$ cat src/hw/motion_pkg.sv
package motion_pkg;

  // Microstep phase position, one count per step, wraps at 256
  typedef logic [7:0] phase_t;

  // Full-step quadrant taken from the top two phase bits
  typedef enum logic [1:0] {
    quad_0 = 2'd0,
    quad_1 = 2'd1,
    quad_2 = 2'd2,
    quad_3 = 2'd3
  } quadrant_e;

  // Winding labels for the two chopper channels
  typedef enum logic {
    winding_a = 1'b0,
    winding_b = 1'b1
  } winding_e;

  // Quadrant of a phase position
  function automatic quadrant_e quadrant_of(input phase_t phase);
    quadrant_e quad;
    quad = quadrant_e'(phase[7:6]);
    return quad;
  endfunction

endpackage

$ cat src/hw/bridge_pkg.sv
package bridge_pkg;

  // Chopper cycle: blanked on-time, watched on-time, then fixed off-time
  typedef enum logic [1:0] {
    chop_blank = 2'd0,
    chop_on    = 2'd1,
    chop_off   = 2'd2
  } chop_state_e;

  // Decay applied to a winding during off-time
  typedef enum logic [1:0] {
    decay_none = 2'd0,
    decay_fast = 2'd1,
    decay_slow = 2'd2
  } decay_e;

  // Off timer, counts down through the off-time
  typedef logic [9:0] off_count_t;

  // Blank and minimum-on timers
  typedef logic [7:0] short_count_t;

  // Fast decay covers the early part of off-time, while the
  // count is still at or above the threshold
  function automatic decay_e decay_of(input chop_state_e state,
                                      input off_count_t  off_count,
                                      input off_count_t  threshold);
    decay_e mode;
    if (state != chop_off) begin
      mode = decay_none;
    end else if (off_count >= threshold) begin
      mode = decay_fast;
    end else begin
      mode = decay_slow;
    end
    return mode;
  endfunction

endpackage

$ cat src/hw/stepper_ifs.sv
// Winding polarity strobes and the synchronized enable
interface phase_if;
  logic s1;
  logic s2;
  logic s3;
  logic s4;
  logic enable;

  modport source (
    output s1,
    output s2,
    output s3,
    output s4,
    output enable
  );

  modport sink (
    input s1,
    input s2,
    input s3,
    input s4,
    input enable
  );

  // Choppers only care whether the bridge is enabled
  modport mon (
    input enable
  );
endinterface

// State of one winding's chopper as seen by the bridge
interface chopper_if;
  bridge_pkg::chop_state_e state;
  bridge_pkg::off_count_t  off_count;
  logic                    fault_pulse;

  modport timer (
    output state,
    output off_count,
    output fault_pulse
  );

  modport drive (
    input state,
    input off_count,
    input fault_pulse
  );
endinterface

$ cat src/hw/step_dir_decode.sv
module step_dir_decode (
  input  logic               clk,
  input  logic               resetn,
  input  logic               step,
  input  logic               dir,
  input  logic               enable_in,
  output motion_pkg::phase_t phase_ct,
  phase_if.source            ph
);

  logic [1:0] step_sync;
  logic       step_prev;
  logic [1:0] dir_sync;
  logic [1:0] enable_sync;
  logic       step_rise;
  logic       pol_a;
  logic       pol_b;

  motion_pkg::quadrant_e quadrant;

  // Two-flop synchronizers, plus one more stage on step for edge detect
  always_ff @(posedge clk) begin
    if (!resetn) begin
      step_sync   <= '0;
      step_prev   <= 1'b0;
      dir_sync    <= '0;
      enable_sync <= '0;
    end else begin
      step_sync   <= {step_sync[0], step};
      step_prev   <= step_sync[1];
      dir_sync    <= {dir_sync[0], dir};
      enable_sync <= {enable_sync[0], enable_in};
    end
  end

  assign step_rise = step_sync[1] & ~step_prev;

  // Phase counter wraps in both directions
  always_ff @(posedge clk) begin
    if (!resetn) begin
      phase_ct <= '0;
    end else if (step_rise) begin
      if (dir_sync[1]) begin
        phase_ct <= phase_ct + 1'b1;
      end else begin
        phase_ct <= phase_ct - 1'b1;
      end
    end
  end

  assign quadrant = motion_pkg::quadrant_of(phase_ct);

  // Winding A leads winding B by one quadrant
  assign pol_a = (quadrant == motion_pkg::quad_0) || (quadrant == motion_pkg::quad_3);
  assign pol_b = (quadrant == motion_pkg::quad_0) || (quadrant == motion_pkg::quad_1);

  assign ph.s1     = pol_a;
  assign ph.s2     = ~pol_a;
  assign ph.s3     = pol_b;
  assign ph.s4     = ~pol_b;
  assign ph.enable = enable_sync[1];

  // Counter moves only in response to a synchronized step edge
  a_phase_only_on_step: assert property (
    @(posedge clk) disable iff (!resetn)
    $changed(phase_ct) |-> $past(step_rise)
  ) else $error("phase counter moved without a step edge");

endmodule

$ cat src/hw/chopper_timer.sv
module chopper_timer #(
  parameter motion_pkg::winding_e WINDING = motion_pkg::winding_a,
  parameter int unsigned BLANK_TICKS  = 20,
  parameter int unsigned MIN_ON_TICKS = 40,
  parameter int unsigned OFF_TICKS    = 800
) (
  input  logic      clk,
  input  logic      resetn,
  input  logic      analog_cmp,
  phase_if.mon      ph,
  chopper_if.timer  chop
);

  // Blank counts down to zero, so it is loaded one short
  localparam bridge_pkg::short_count_t BLANK_RELOAD =
    bridge_pkg::short_count_t'(BLANK_TICKS - 1);
  localparam bridge_pkg::short_count_t MIN_ON_RELOAD =
    bridge_pkg::short_count_t'(MIN_ON_TICKS);
  localparam bridge_pkg::off_count_t OFF_RELOAD =
    bridge_pkg::off_count_t'(OFF_TICKS);

  bridge_pkg::chop_state_e  state;
  bridge_pkg::short_count_t blank_cnt;
  bridge_pkg::short_count_t min_on_cnt;
  bridge_pkg::off_count_t   off_cnt;

  logic cmp_q;
  logic min_on_running;
  logic trip;
  logic fault_q;

  // Comparator is asynchronous to the clock
  always_ff @(posedge clk) begin
    if (!resetn) begin
      cmp_q <= 1'b0;
    end else begin
      cmp_q <= analog_cmp;
    end
  end

  assign min_on_running = (min_on_cnt != '0);

  // Peak current reached, only honoured once blanking is over
  assign trip = (state == bridge_pkg::chop_on) && cmp_q;

  always_ff @(posedge clk) begin
    if (!resetn || !ph.enable) begin
      state      <= bridge_pkg::chop_blank;
      blank_cnt  <= BLANK_RELOAD;
      min_on_cnt <= MIN_ON_RELOAD;
      off_cnt    <= '0;
      fault_q    <= 1'b0;
    end else begin
      // Tripping this early means the winding looks shorted
      fault_q <= trip && min_on_running;

      if (min_on_running && state != bridge_pkg::chop_off) begin
        min_on_cnt <= min_on_cnt - 1'b1;
      end

      case (state)
        bridge_pkg::chop_blank: begin
          if (blank_cnt == '0) begin
            state <= bridge_pkg::chop_on;
          end else begin
            blank_cnt <= blank_cnt - 1'b1;
          end
        end
        bridge_pkg::chop_on: begin
          if (cmp_q) begin
            state   <= bridge_pkg::chop_off;
            off_cnt <= OFF_RELOAD;
          end
        end
        bridge_pkg::chop_off: begin
          // Last off-time cycle, start a fresh on-time
          if (off_cnt == bridge_pkg::off_count_t'(1)) begin
            state      <= bridge_pkg::chop_blank;
            blank_cnt  <= BLANK_RELOAD;
            min_on_cnt <= MIN_ON_RELOAD;
            off_cnt    <= '0;
          end else begin
            off_cnt <= off_cnt - 1'b1;
          end
        end
        default: state <= bridge_pkg::chop_blank;
      endcase
    end
  end

  assign chop.state       = state;
  assign chop.off_count   = off_cnt;
  assign chop.fault_pulse = fault_q;

  // Every off-time must be followed by a blanked on-time
  a_off_then_blank: assert property (
    @(posedge clk) disable iff (!resetn)
    state == bridge_pkg::chop_off |=> state != bridge_pkg::chop_on
  ) else $error("winding %s skipped blanking after off-time",
                (WINDING == motion_pkg::winding_a) ? "A" : "B");

endmodule

$ cat src/hw/bridge_driver.sv
module bridge_driver (
  input  logic                   clk,
  input  logic                   resetn,
  input  bridge_pkg::off_count_t config_fastdecay_threshold,
  input  logic                   config_invert_highside,
  input  logic                   config_invert_lowside,
  phase_if.sink                  ph,
  chopper_if.drive               chop_a,
  chopper_if.drive               chop_b,
  output logic                   phase_a1_h,
  output logic                   phase_a1_l,
  output logic                   phase_a2_h,
  output logic                   phase_a2_l,
  output logic                   phase_b1_h,
  output logic                   phase_b1_l,
  output logic                   phase_b2_h,
  output logic                   phase_b2_l,
  output logic                   faultn
);

  bridge_pkg::decay_e decay_a;
  bridge_pkg::decay_e decay_b;

  // Active-high gate drive, order a1, a2, b1, b2
  logic [3:0] gate_h;
  logic [3:0] gate_l;
  logic       shutdown;

  // High and low gate of one half-bridge, as {high, low}
  function automatic logic [1:0] gate_pair(input bridge_pkg::decay_e decay,
                                           input logic               pol,
                                           input logic               off);
    logic [1:0] hl;
    case (decay)
      bridge_pkg::decay_fast: hl = {~pol, pol};
      bridge_pkg::decay_slow: hl = 2'b01;
      default:                hl = {pol, ~pol};
    endcase
    // Brake on the low sides when shut down
    if (off) begin
      hl = 2'b01;
    end
    return hl;
  endfunction

  // Any chopper fault latches until reset
  always_ff @(posedge clk) begin
    if (!resetn) begin
      faultn <= 1'b1;
    end else if (chop_a.fault_pulse || chop_b.fault_pulse) begin
      faultn <= 1'b0;
    end
  end

  assign decay_a = bridge_pkg::decay_of(chop_a.state, chop_a.off_count,
                                        config_fastdecay_threshold);
  assign decay_b = bridge_pkg::decay_of(chop_b.state, chop_b.off_count,
                                        config_fastdecay_threshold);

  assign shutdown = ~ph.enable | ~faultn;

  assign {gate_h[0], gate_l[0]} = gate_pair(decay_a, ph.s1, shutdown);
  assign {gate_h[1], gate_l[1]} = gate_pair(decay_a, ph.s2, shutdown);
  assign {gate_h[2], gate_l[2]} = gate_pair(decay_b, ph.s3, shutdown);
  assign {gate_h[3], gate_l[3]} = gate_pair(decay_b, ph.s4, shutdown);

  // Pin polarity to match the external gate drivers
  assign phase_a1_h = gate_h[0] ^ config_invert_highside;
  assign phase_a2_h = gate_h[1] ^ config_invert_highside;
  assign phase_b1_h = gate_h[2] ^ config_invert_highside;
  assign phase_b2_h = gate_h[3] ^ config_invert_highside;

  assign phase_a1_l = gate_l[0] ^ config_invert_lowside;
  assign phase_a2_l = gate_l[1] ^ config_invert_lowside;
  assign phase_b1_l = gate_l[2] ^ config_invert_lowside;
  assign phase_b2_l = gate_l[3] ^ config_invert_lowside;

  // No shoot-through and no floating half-bridge in any chopper state
  a_one_side_per_bridge: assert property (
    @(posedge clk) disable iff (!resetn)
    (gate_h ^ gate_l) == 4'hf
  ) else $error("half-bridge gates not complementary: h=%b l=%b", gate_h, gate_l);

endmodule

$ cat src/hw/microstepper_top.sv
module microstepper_top #(
  parameter int unsigned BLANK_TICKS  = 20,
  parameter int unsigned MIN_ON_TICKS = 40,
  parameter int unsigned OFF_TICKS    = 800
) (
  input  logic                   clk,
  input  logic                   resetn,
  input  logic                   step,
  input  logic                   dir,
  input  logic                   enable_in,
  input  logic                   analog_cmp_a,
  input  logic                   analog_cmp_b,
  input  bridge_pkg::off_count_t config_fastdecay_threshold,
  input  logic                   config_invert_highside,
  input  logic                   config_invert_lowside,
  output logic                   phase_a1_h,
  output logic                   phase_a1_l,
  output logic                   phase_a2_h,
  output logic                   phase_a2_l,
  output logic                   phase_b1_h,
  output logic                   phase_b1_l,
  output logic                   phase_b2_h,
  output logic                   phase_b2_l,
  output logic                   faultn,
  output motion_pkg::phase_t     phase_ct
);

  phase_if   ph_bus ();
  chopper_if chop_a_bus ();
  chopper_if chop_b_bus ();

  step_dir_decode decode_i (
    .clk       (clk),
    .resetn    (resetn),
    .step      (step),
    .dir       (dir),
    .enable_in (enable_in),
    .phase_ct  (phase_ct),
    .ph        (ph_bus.source)
  );

  chopper_timer #(
    .WINDING      (motion_pkg::winding_a),
    .BLANK_TICKS  (BLANK_TICKS),
    .MIN_ON_TICKS (MIN_ON_TICKS),
    .OFF_TICKS    (OFF_TICKS)
  ) chopper_a_i (
    .clk        (clk),
    .resetn     (resetn),
    .analog_cmp (analog_cmp_a),
    .ph         (ph_bus.mon),
    .chop       (chop_a_bus.timer)
  );

  chopper_timer #(
    .WINDING      (motion_pkg::winding_b),
    .BLANK_TICKS  (BLANK_TICKS),
    .MIN_ON_TICKS (MIN_ON_TICKS),
    .OFF_TICKS    (OFF_TICKS)
  ) chopper_b_i (
    .clk        (clk),
    .resetn     (resetn),
    .analog_cmp (analog_cmp_b),
    .ph         (ph_bus.mon),
    .chop       (chop_b_bus.timer)
  );

  bridge_driver driver_i (
    .clk                        (clk),
    .resetn                     (resetn),
    .config_fastdecay_threshold (config_fastdecay_threshold),
    .config_invert_highside     (config_invert_highside),
    .config_invert_lowside      (config_invert_lowside),
    .ph                         (ph_bus.sink),
    .chop_a                     (chop_a_bus.drive),
    .chop_b                     (chop_b_bus.drive),
    .phase_a1_h                 (phase_a1_h),
    .phase_a1_l                 (phase_a1_l),
    .phase_a2_h                 (phase_a2_h),
    .phase_a2_l                 (phase_a2_l),
    .phase_b1_h                 (phase_b1_h),
    .phase_b1_l                 (phase_b1_l),
    .phase_b2_h                 (phase_b2_h),
    .phase_b2_l                 (phase_b2_l),
    .faultn                     (faultn)
  );

endmodule

$ cat config.mk
export PLATFORM = sky130hd
export DESIGN_NAME = microstepper_top
export DESIGN_NICKNAME = d
export VERILOG_FILES = /design/src/hw/motion_pkg.sv /design/src/hw/bridge_pkg.sv /design/src/hw/stepper_ifs.sv /design/src/hw/step_dir_decode.sv /design/src/hw/chopper_timer.sv /design/src/hw/bridge_driver.sv /design/src/hw/microstepper_top.sv
export SDC_FILE = /design/constraint.sdc
export NUM_CORES = 1
export LEC_CHECK = 0
export ABC_AREA = 1
export BUFFER_PORTS_ARGS = -buffer_cell sky130_fd_sc_hd__buf_2
export CORE_MARGIN = 2
export CORE_UTILIZATION = 60
export CTS_BUF_LIST = sky130_fd_sc_hd__clkbuf_8
export CTS_CLUSTER_SIZE = 20
export DETAILED_ROUTE_END_ITERATION = 6
export HOLD_SLACK_MARGIN = 0.06
export PLACE_DENSITY = 0.83
export SLEW_MARGIN = 10
export SYNTH_ARGS = -nofsm -noshare
export SYNTH_HDL_FRONTEND = slang
export SYNTH_SLANG_ARGS = --single-unit
$ cat constraint.sdc
create_clock -name clk -period 2.3 [get_ports clk]
set_input_delay 0.115 -clock clk [delete_from_list [all_inputs] [get_ports clk]]
set_output_delay 0.115 -clock clk [all_outputs]
set_load 0.01 [all_outputs]
After elaboration in Yosys (flattened, before gate mapping). Cells that the tools add are included. Widths: inputs -> output; s select.

Latch bits: 0. Memories: 0. Bits of input ports: 19. Bits in read-only memories: 0. Register bits: 76. Bits in writable memories: 0. Output and inout bits: 17.

Shift-type cells: 0. Add/sub/neg operators: 8. Multiply operators: 0. Equality and inequality tests: 22. Muxes and demuxes: 39. $lt $le $gt $ge: 2. Divide/modulo/power cells: 0. Reduce and logical (&&, ||, !) cells: 29. Bitwise gates (word level): 15.

Operators with widths (number): $mux 8 (11); $mux 10 (4); $pmux 10 s2 (2); $sub 8x1->8 const B (5); $pmux 8 s2 (2); $mux 2 (14); $eq 10x1->1 const B (2); $ge 10x10->1 (2); $sub 10x1->10 const B (2); $logic_not 8->1 (2); $pmux 2 s2 (4); $reduce_bool 8->1 (2); $ne 2x1->1 const B (6); $pmux 2 s3 (2); $reduce_and 3->1 (4); $eq 2x1->1 const B (5); $eq 2x2->1 const B (5); $add 8x1->8 const B (1); $ne 2x2->1 const B (4); $reduce_bool 2->1 (4); $xor 1x1->1 (8); $logic_and 1x1->1 (6); $logic_not 2->1 (3); $not 1->1 (5); 5 further kinds (10).

Depth between registers and ports, before layout.
Word-level depth: 7. Mapped depth: 13. Mapped depth without buffers: 13.

Modules after synthesis. From an unflattened synthesis, not the netlist that was laid out.

Cells, all modules: 757. Area, all modules: 5086.1 µm².

By module, submodules not included: chopper_timer (area an instance 1704.1 µm², cells each 245, instances 2); step_dir_decode (area an instance 882.1 µm², cells each 124, instances 1); bridge_driver (area an instance 795.8 µm², cells each 143, instances 1).

Worst setup path before layout. OpenSTA, ideal clock, no wires.

Kind: register to register. Start: register decode_i.dir_sync[1]. End: register decode_i.phase_ct[5]. Required time: 2.185 ns. Library setup time: 0.115 ns. Clock period less this slack: 1.536 ns. Buffers on the path: 0. Path slack: 0.764 ns. Cell stages (with the launch flop): 11. Arrival time: 1.420 ns. Cells stage by stage: dfxtp_1 -> inv_1 -> ha_1 -> a21oi_1 -> nand2_1 -> nand2_1 -> nand3_1 -> nand2_1 -> nand2_1 -> o21ai_0 -> inv_1.

Cells in the longest elaborated chain, start to end: 1.

RTL lines: start: declaration (line step_dir_decode.sv:13) `logic [1:0] dir_sync;`; start signal: assignment (line step_dir_decode.sv:31) `dir_sync <= {dir_sync[0], dir};`; $mux 8 (line step_dir_decode.sv:43) `if (dir_sync[1]) begin`; end signal: assignment (line step_dir_decode.sv:44) `phase_ct <= phase_ct + 1'b1;`; end signal: assignment (line step_dir_decode.sv:46) `phase_ct <= phase_ct - 1'b1;`; end: declaration (line step_dir_decode.sv:7) `output motion_pkg::phase_t phase_ct,`.

No other way between the ends. A chain may end at the register's enable or synchronous reset.

Worst setup path in the final report.
Start: register chopper_b_i.off_cnt[9], in the netlist chopper_b_i.chop.off_count[9]. End: output phase_b1_l.

Cells in the longest elaborated chain, start to end: 7.

RTL lines: start: declaration (line chopper_timer.sv:25) `bridge_pkg::off_count_t off_cnt;`; start signal: assignment (line chopper_timer.sv:83) `off_cnt <= off_cnt - 1'b1;`; $ge 10x10->1 * (line bridge_pkg.sv:31) `end else if (off_count >= threshold) begin`; $mux 2 * (line bridge_pkg.sv:31); $mux 2 * (line bridge_pkg.sv:29) `if (state != chop_off) begin`; $eq 2x2->1 or $eq 2x1->1 (tied branches) (line bridge_driver.sv:34) `case (decay)`; $pmux 2 s2 * (line bridge_driver.sv:34); $mux 2 * (line bridge_driver.sv:40) `if (off) begin`; $xor 1x1->1 * (line bridge_driver.sv:75) `assign phase_b1_l = gate_l[2] ^ config_invert_lowside;`; end: declaration (line microstepper_top.sv:21) `output logic phase_b1_l,`.

Mark *: on every way between the ends. The rest lies on a longest branch, timed or not.

==> flow_summary_export.csv <==
group,metric,value,unit
run_status,status,"complete, no violations",
synthesis,synthTopCellsByArea,"dfxtp_1 (32%), nand2_1 (14%), ha_1 (11%)",
setup_path,critPathArrivalTime,2.02,ns
timing,finClkSkew,0.00878,ns
setup_path,required,2.18,ns
grt,grt_pass1_vias,4206,
grt,grt_pass1_wl,18100,um
synthesis,yosys-mux-area-fraction,0,%
synthesis,ys_async_sr_fraction,0,%
grt,grt_max_degree,28,
synthesis,seq_area_frac_synth,32.0,%
power_and_ir_drop,p_sw,0.691,mW
synthesis,synth_warnings,0,
timing,min_period,2.13,ns
setup_path,crit_slowest_cell,"dfxtp_1",
clocking,cts_tree,"yes",
setup_path,cp-end-kind,"output port",
setup_path,path_max_fanout,4,
drt,dr.pass1.iters,5,
power_and_ir_drop,irDropWorstVdd,0.493,mV
min_path,worstHoldEndpoint,"decode_i.dir_sync[1]",
synthesis,synth_simple_gate_area_share,31.6,%
setup_path,r2r_start,"chopper_a_i.chop.off_count[1]",
clocking,clk_path_buf_depth,2,
cells_and_area,fin_nets,804,
clocking,clockRootBuffer,"clkbuf_8",
cells_and_area,n_fill_cell,626,
floorplanning,die_w,93.1,um
timing,tightest_slew,0.348,ns
setup_path,reg2reg_to,"chopper_a_i.blank_cnt[5]",
timing,fin_setup_tns,0,ns
synthesis,synth-edff-count,0,
floorplanning,dieArea,8660,um^2
timing,hold_viol_final,0,
synthesis,netlist_instances,695,
drt,drtIter0Drc,342,
floorplanning,start_util,61.9,%
setup_path,r2r_slack,0.54,ns
cells_and_area,regArea,1530,um^2
placed_design,gp_congestion,0.954,
synthesis,ys_types,40,
timing,slew_viol_final,0,
synthesis,synth_nets,755,
floorplanning,fp.coreArea,7690,um^2
min_path,holdCritPathClass,"reg -> reg",
power_and_ir_drop,p_per_area,528,nW/um^2
synthesis,synth_compound_area_share,10.7,%
synthesis,ys.flop_type,"dfxtp_1",
setup_path,path_class,"reg -> out",
synthesis,syn_area_per_cell,6.85,um^2
timing,timing.fmax,0.469,GHz
synthesis,ys_seq_elements,76,
min_path,worstHoldStart,"decode_i.dir_sync[0]",
clocking,cts_sinks,76,
setup_path,cp_common_cell,"nand2_1",
timing,setup_violations,0,
synthesis,synth_xor_area_share,5.15,%
clocking,cts_setup_buffers,0,
min_path,holdPathStages,2,
cells_and_area,n_antenna_cell,0,
synthesis,syn_area,4760,um^2
drt,post-route-drc-count,0,
synthesis,synth_top_family_by_area,"simple AND/OR/NAND/NOR gates",
setup_path,r2r_cells,9,
synthesis,netlist.top_cell.by_area,"dfxtp_1",
timing,slew_headroom,76.6,%
cells_and_area,multiInputGateArea,2780,um^2
synthesis,synth_fa_ha_area_share,10.9,%
timing,finalCritPeriodShare,92.7,%
setup_path,path_cells,"ha_1 -> a21o_1 -> nor2_1 -> nand3_1 -> nand2_1 -> nand2_1 -> nand2_1 -> nand2_1 -> nand2_1 -> buf_2",
grt,grt_overflow,0,
power_and_ir_drop,p_leak,2.75,nW
grt,track_usage,25.8,%
power_and_ir_drop,clkPwrFrac,42.7,%
power_and_ir_drop,switching_share,24.4,%
placed_design,port_buffers,35,
drt,post_drt_wl_per_cell,12.7,um
drt,via_count,4494,
timing,rsz0062_at_grt,"no",
floorplanning,rows,32,
power_and_ir_drop,p_int,2.14,mW
cells_and_area,syn_to_final_growth,12.5,%
clocking,htree_levels,3,
synthesis,synth_common_cells,"nand2_1 (173), inv_1 (107), nor2_1 (82), dfxtp_1 (76), nand3_1 (49)",
cells_and_area,layout-drive-gt1-share,12.0,%
drt,ant_nets,0,
power_and_ir_drop,sequentialPowerShare,47.7,%
clocking,clk_pin_slew,0.08,ns
grt,antenna_found_initial,0,
power_and_ir_drop,pwr-share-comb,9.6,%
floorplanning,fp.dieH,93.1,um
drt,via_per_inst,5.28,
cells_and_area,fin_util,69.6,%
synthesis,yosysMostFrequentCell,"nand2_1",
floorplanning,io_pins,36,
clocking,numCtsBuffers,9,
clocking,clk_latency,0.35,ns
synthesis,synth_top_cell_area_share,32.0,%
setup_path,cp-start-kind,"flip-flop",
flow_run,drv_cap,0,
setup_path,crit_path_max_incr_delay,0.39,ns
drt,drt_wl_total,10800,um
placed_design,hpwl,7900,um
[how the worst max path moves through the flow]
stage                                   from                   end  slack (ns)
2_1_floorplan           decode_i.dir_sync[1]  decode_i.phase_ct[5]        0.76
3_3_place_gp   chopper_b_i.chop.off_count[4]            phase_b2_l        0.60
3_5_place_dp   chopper_b_i.chop.off_count[4]            phase_b1_l        0.55
4_1_cts        chopper_b_i.chop.off_count[7]            phase_b1_l        0.12
5_1_grt        chopper_b_i.chop.off_count[5]            phase_b1_l       0.004
6_report       chopper_b_i.chop.off_count[9]            phase_b1_l        0.17
[layout make-up]
type / count / share of cell area, %
Clock buffer: 12 / 3.09
Timing Repair Buffer: 45 / 4.96
Sequential cell: 76 / 28.5
Clock inverter: 4 / 1.33
Multi-Input combinational cell: 501 / 51.9
Tap cell: 102 / 2.38
Inverter: 111 / 7.78
[worst max-delay path: cells and delay by family (launching register included)]
kind | cells | cell delay (ns)
AOI/OAI and AO/OA | 1 | 0.20
adders and majority gates | 1 | 0.28
buffers and inverters | 1 | 0.12
DFF | 1 | 0.39
and+or+nand+nor | 7 | 0.66
[cell families after synthesis]
kind of cell / Yosys count
compound gates: 91
xor+xnor: 28
fa+ha+maj: 41
buf+inv: 118
flops: 76
simple gates: 341
[state kept, by name, summed over array words and instances, names as in the netlist, 2 cells and up]
name,count
chopper_a_i.blank_cnt,8
chopper_a_i.chop.off_count,10
chopper_a_i.chop.state,2
chopper_a_i.min_on_cnt,8
chopper_b_i.blank_cnt,8
chopper_b_i.chop.off_count,10
chopper_b_i.chop.state,2
chopper_b_i.min_on_cnt,8
decode_i.dir_sync,2
decode_i.enable_sync,2
decode_i.phase_ct,8
decode_i.step_sync,2
[metal layers]
| layer | global-route usage, % | part of all wire (%) | vias up |
|---|---|---|---|
| li1 | - | - | 2308 |
| met1 | 32.6 | 45 | 2055 |
| met5 | 0 | 0 | - |
| met2 | 43.7 | 48 | 112 |
| met3 | 4.51 | 4.6 | 19 |
| met4 | 10.8 | 2.0 | 0 |
[power groups by stage]
| stage | combinational [mW] | sequential [mW] | clock, mW |
|---|---|---|---|
| 3_5_place_dp | 0.258 | 1.38 | 0 |
| 4_1_cts | 0.269 | 1.35 | 1.21 |
| 2_1_floorplan | 0.177 | 1.38 | 0 |
| 6_report | 0.271 | 1.35 | 1.21 |
| 3_3_place_gp | 0.248 | 1.38 | 0 |
| 5_1_grt | 0.310 | 1.35 | 1.26 |
[repair_timing]
action                     4_1_cts  5_1_grt
hold buffers                     6        0
resized for setup                0        5
setup endpoints to repair        0        7
hold endpoints to repair         6        0
[stage by stage]
step           power (mW)  cell area [um^2]  instances  hold slack [ns]  setup WS [ns]
2_1_floorplan        1.56              4760        695            0.213          0.764
3_3_place_gp         1.63              5050        829            0.298          0.597
3_5_place_dp         1.64              5050        829            0.301          0.548
4_1_cts              2.83              5350        851            0.417          0.117
5_1_grt              2.92              5350        851            0.446        0.00384
6_report             2.83              5350        851            0.418          0.167
[placed cells by master (no fill, tap or decap), types with 4 or more instances in the layout]
cell type,netlist,final
nand2_1,173,173
inv_1,107,108
nor2_1,82,82
dfxtp_1,76,71
nand3_1,49,49
a21oi_1,43,43
ha_1,40,40
buf_2,0,35
o21ai_0,27,27
xor2_1,25,25
clkbuf_8,0,12
nor3_1,7,7
nand4_1,6,6
dlygate4sd3_1,0,6
dfxtp_2,0,5
o31ai_1,4,4
a21o_1,4,4
inv_2,4,4
nor2_2,4,4
nand2_2,4,4
buf_4,2,4
(Power assumes the default switching activity.)
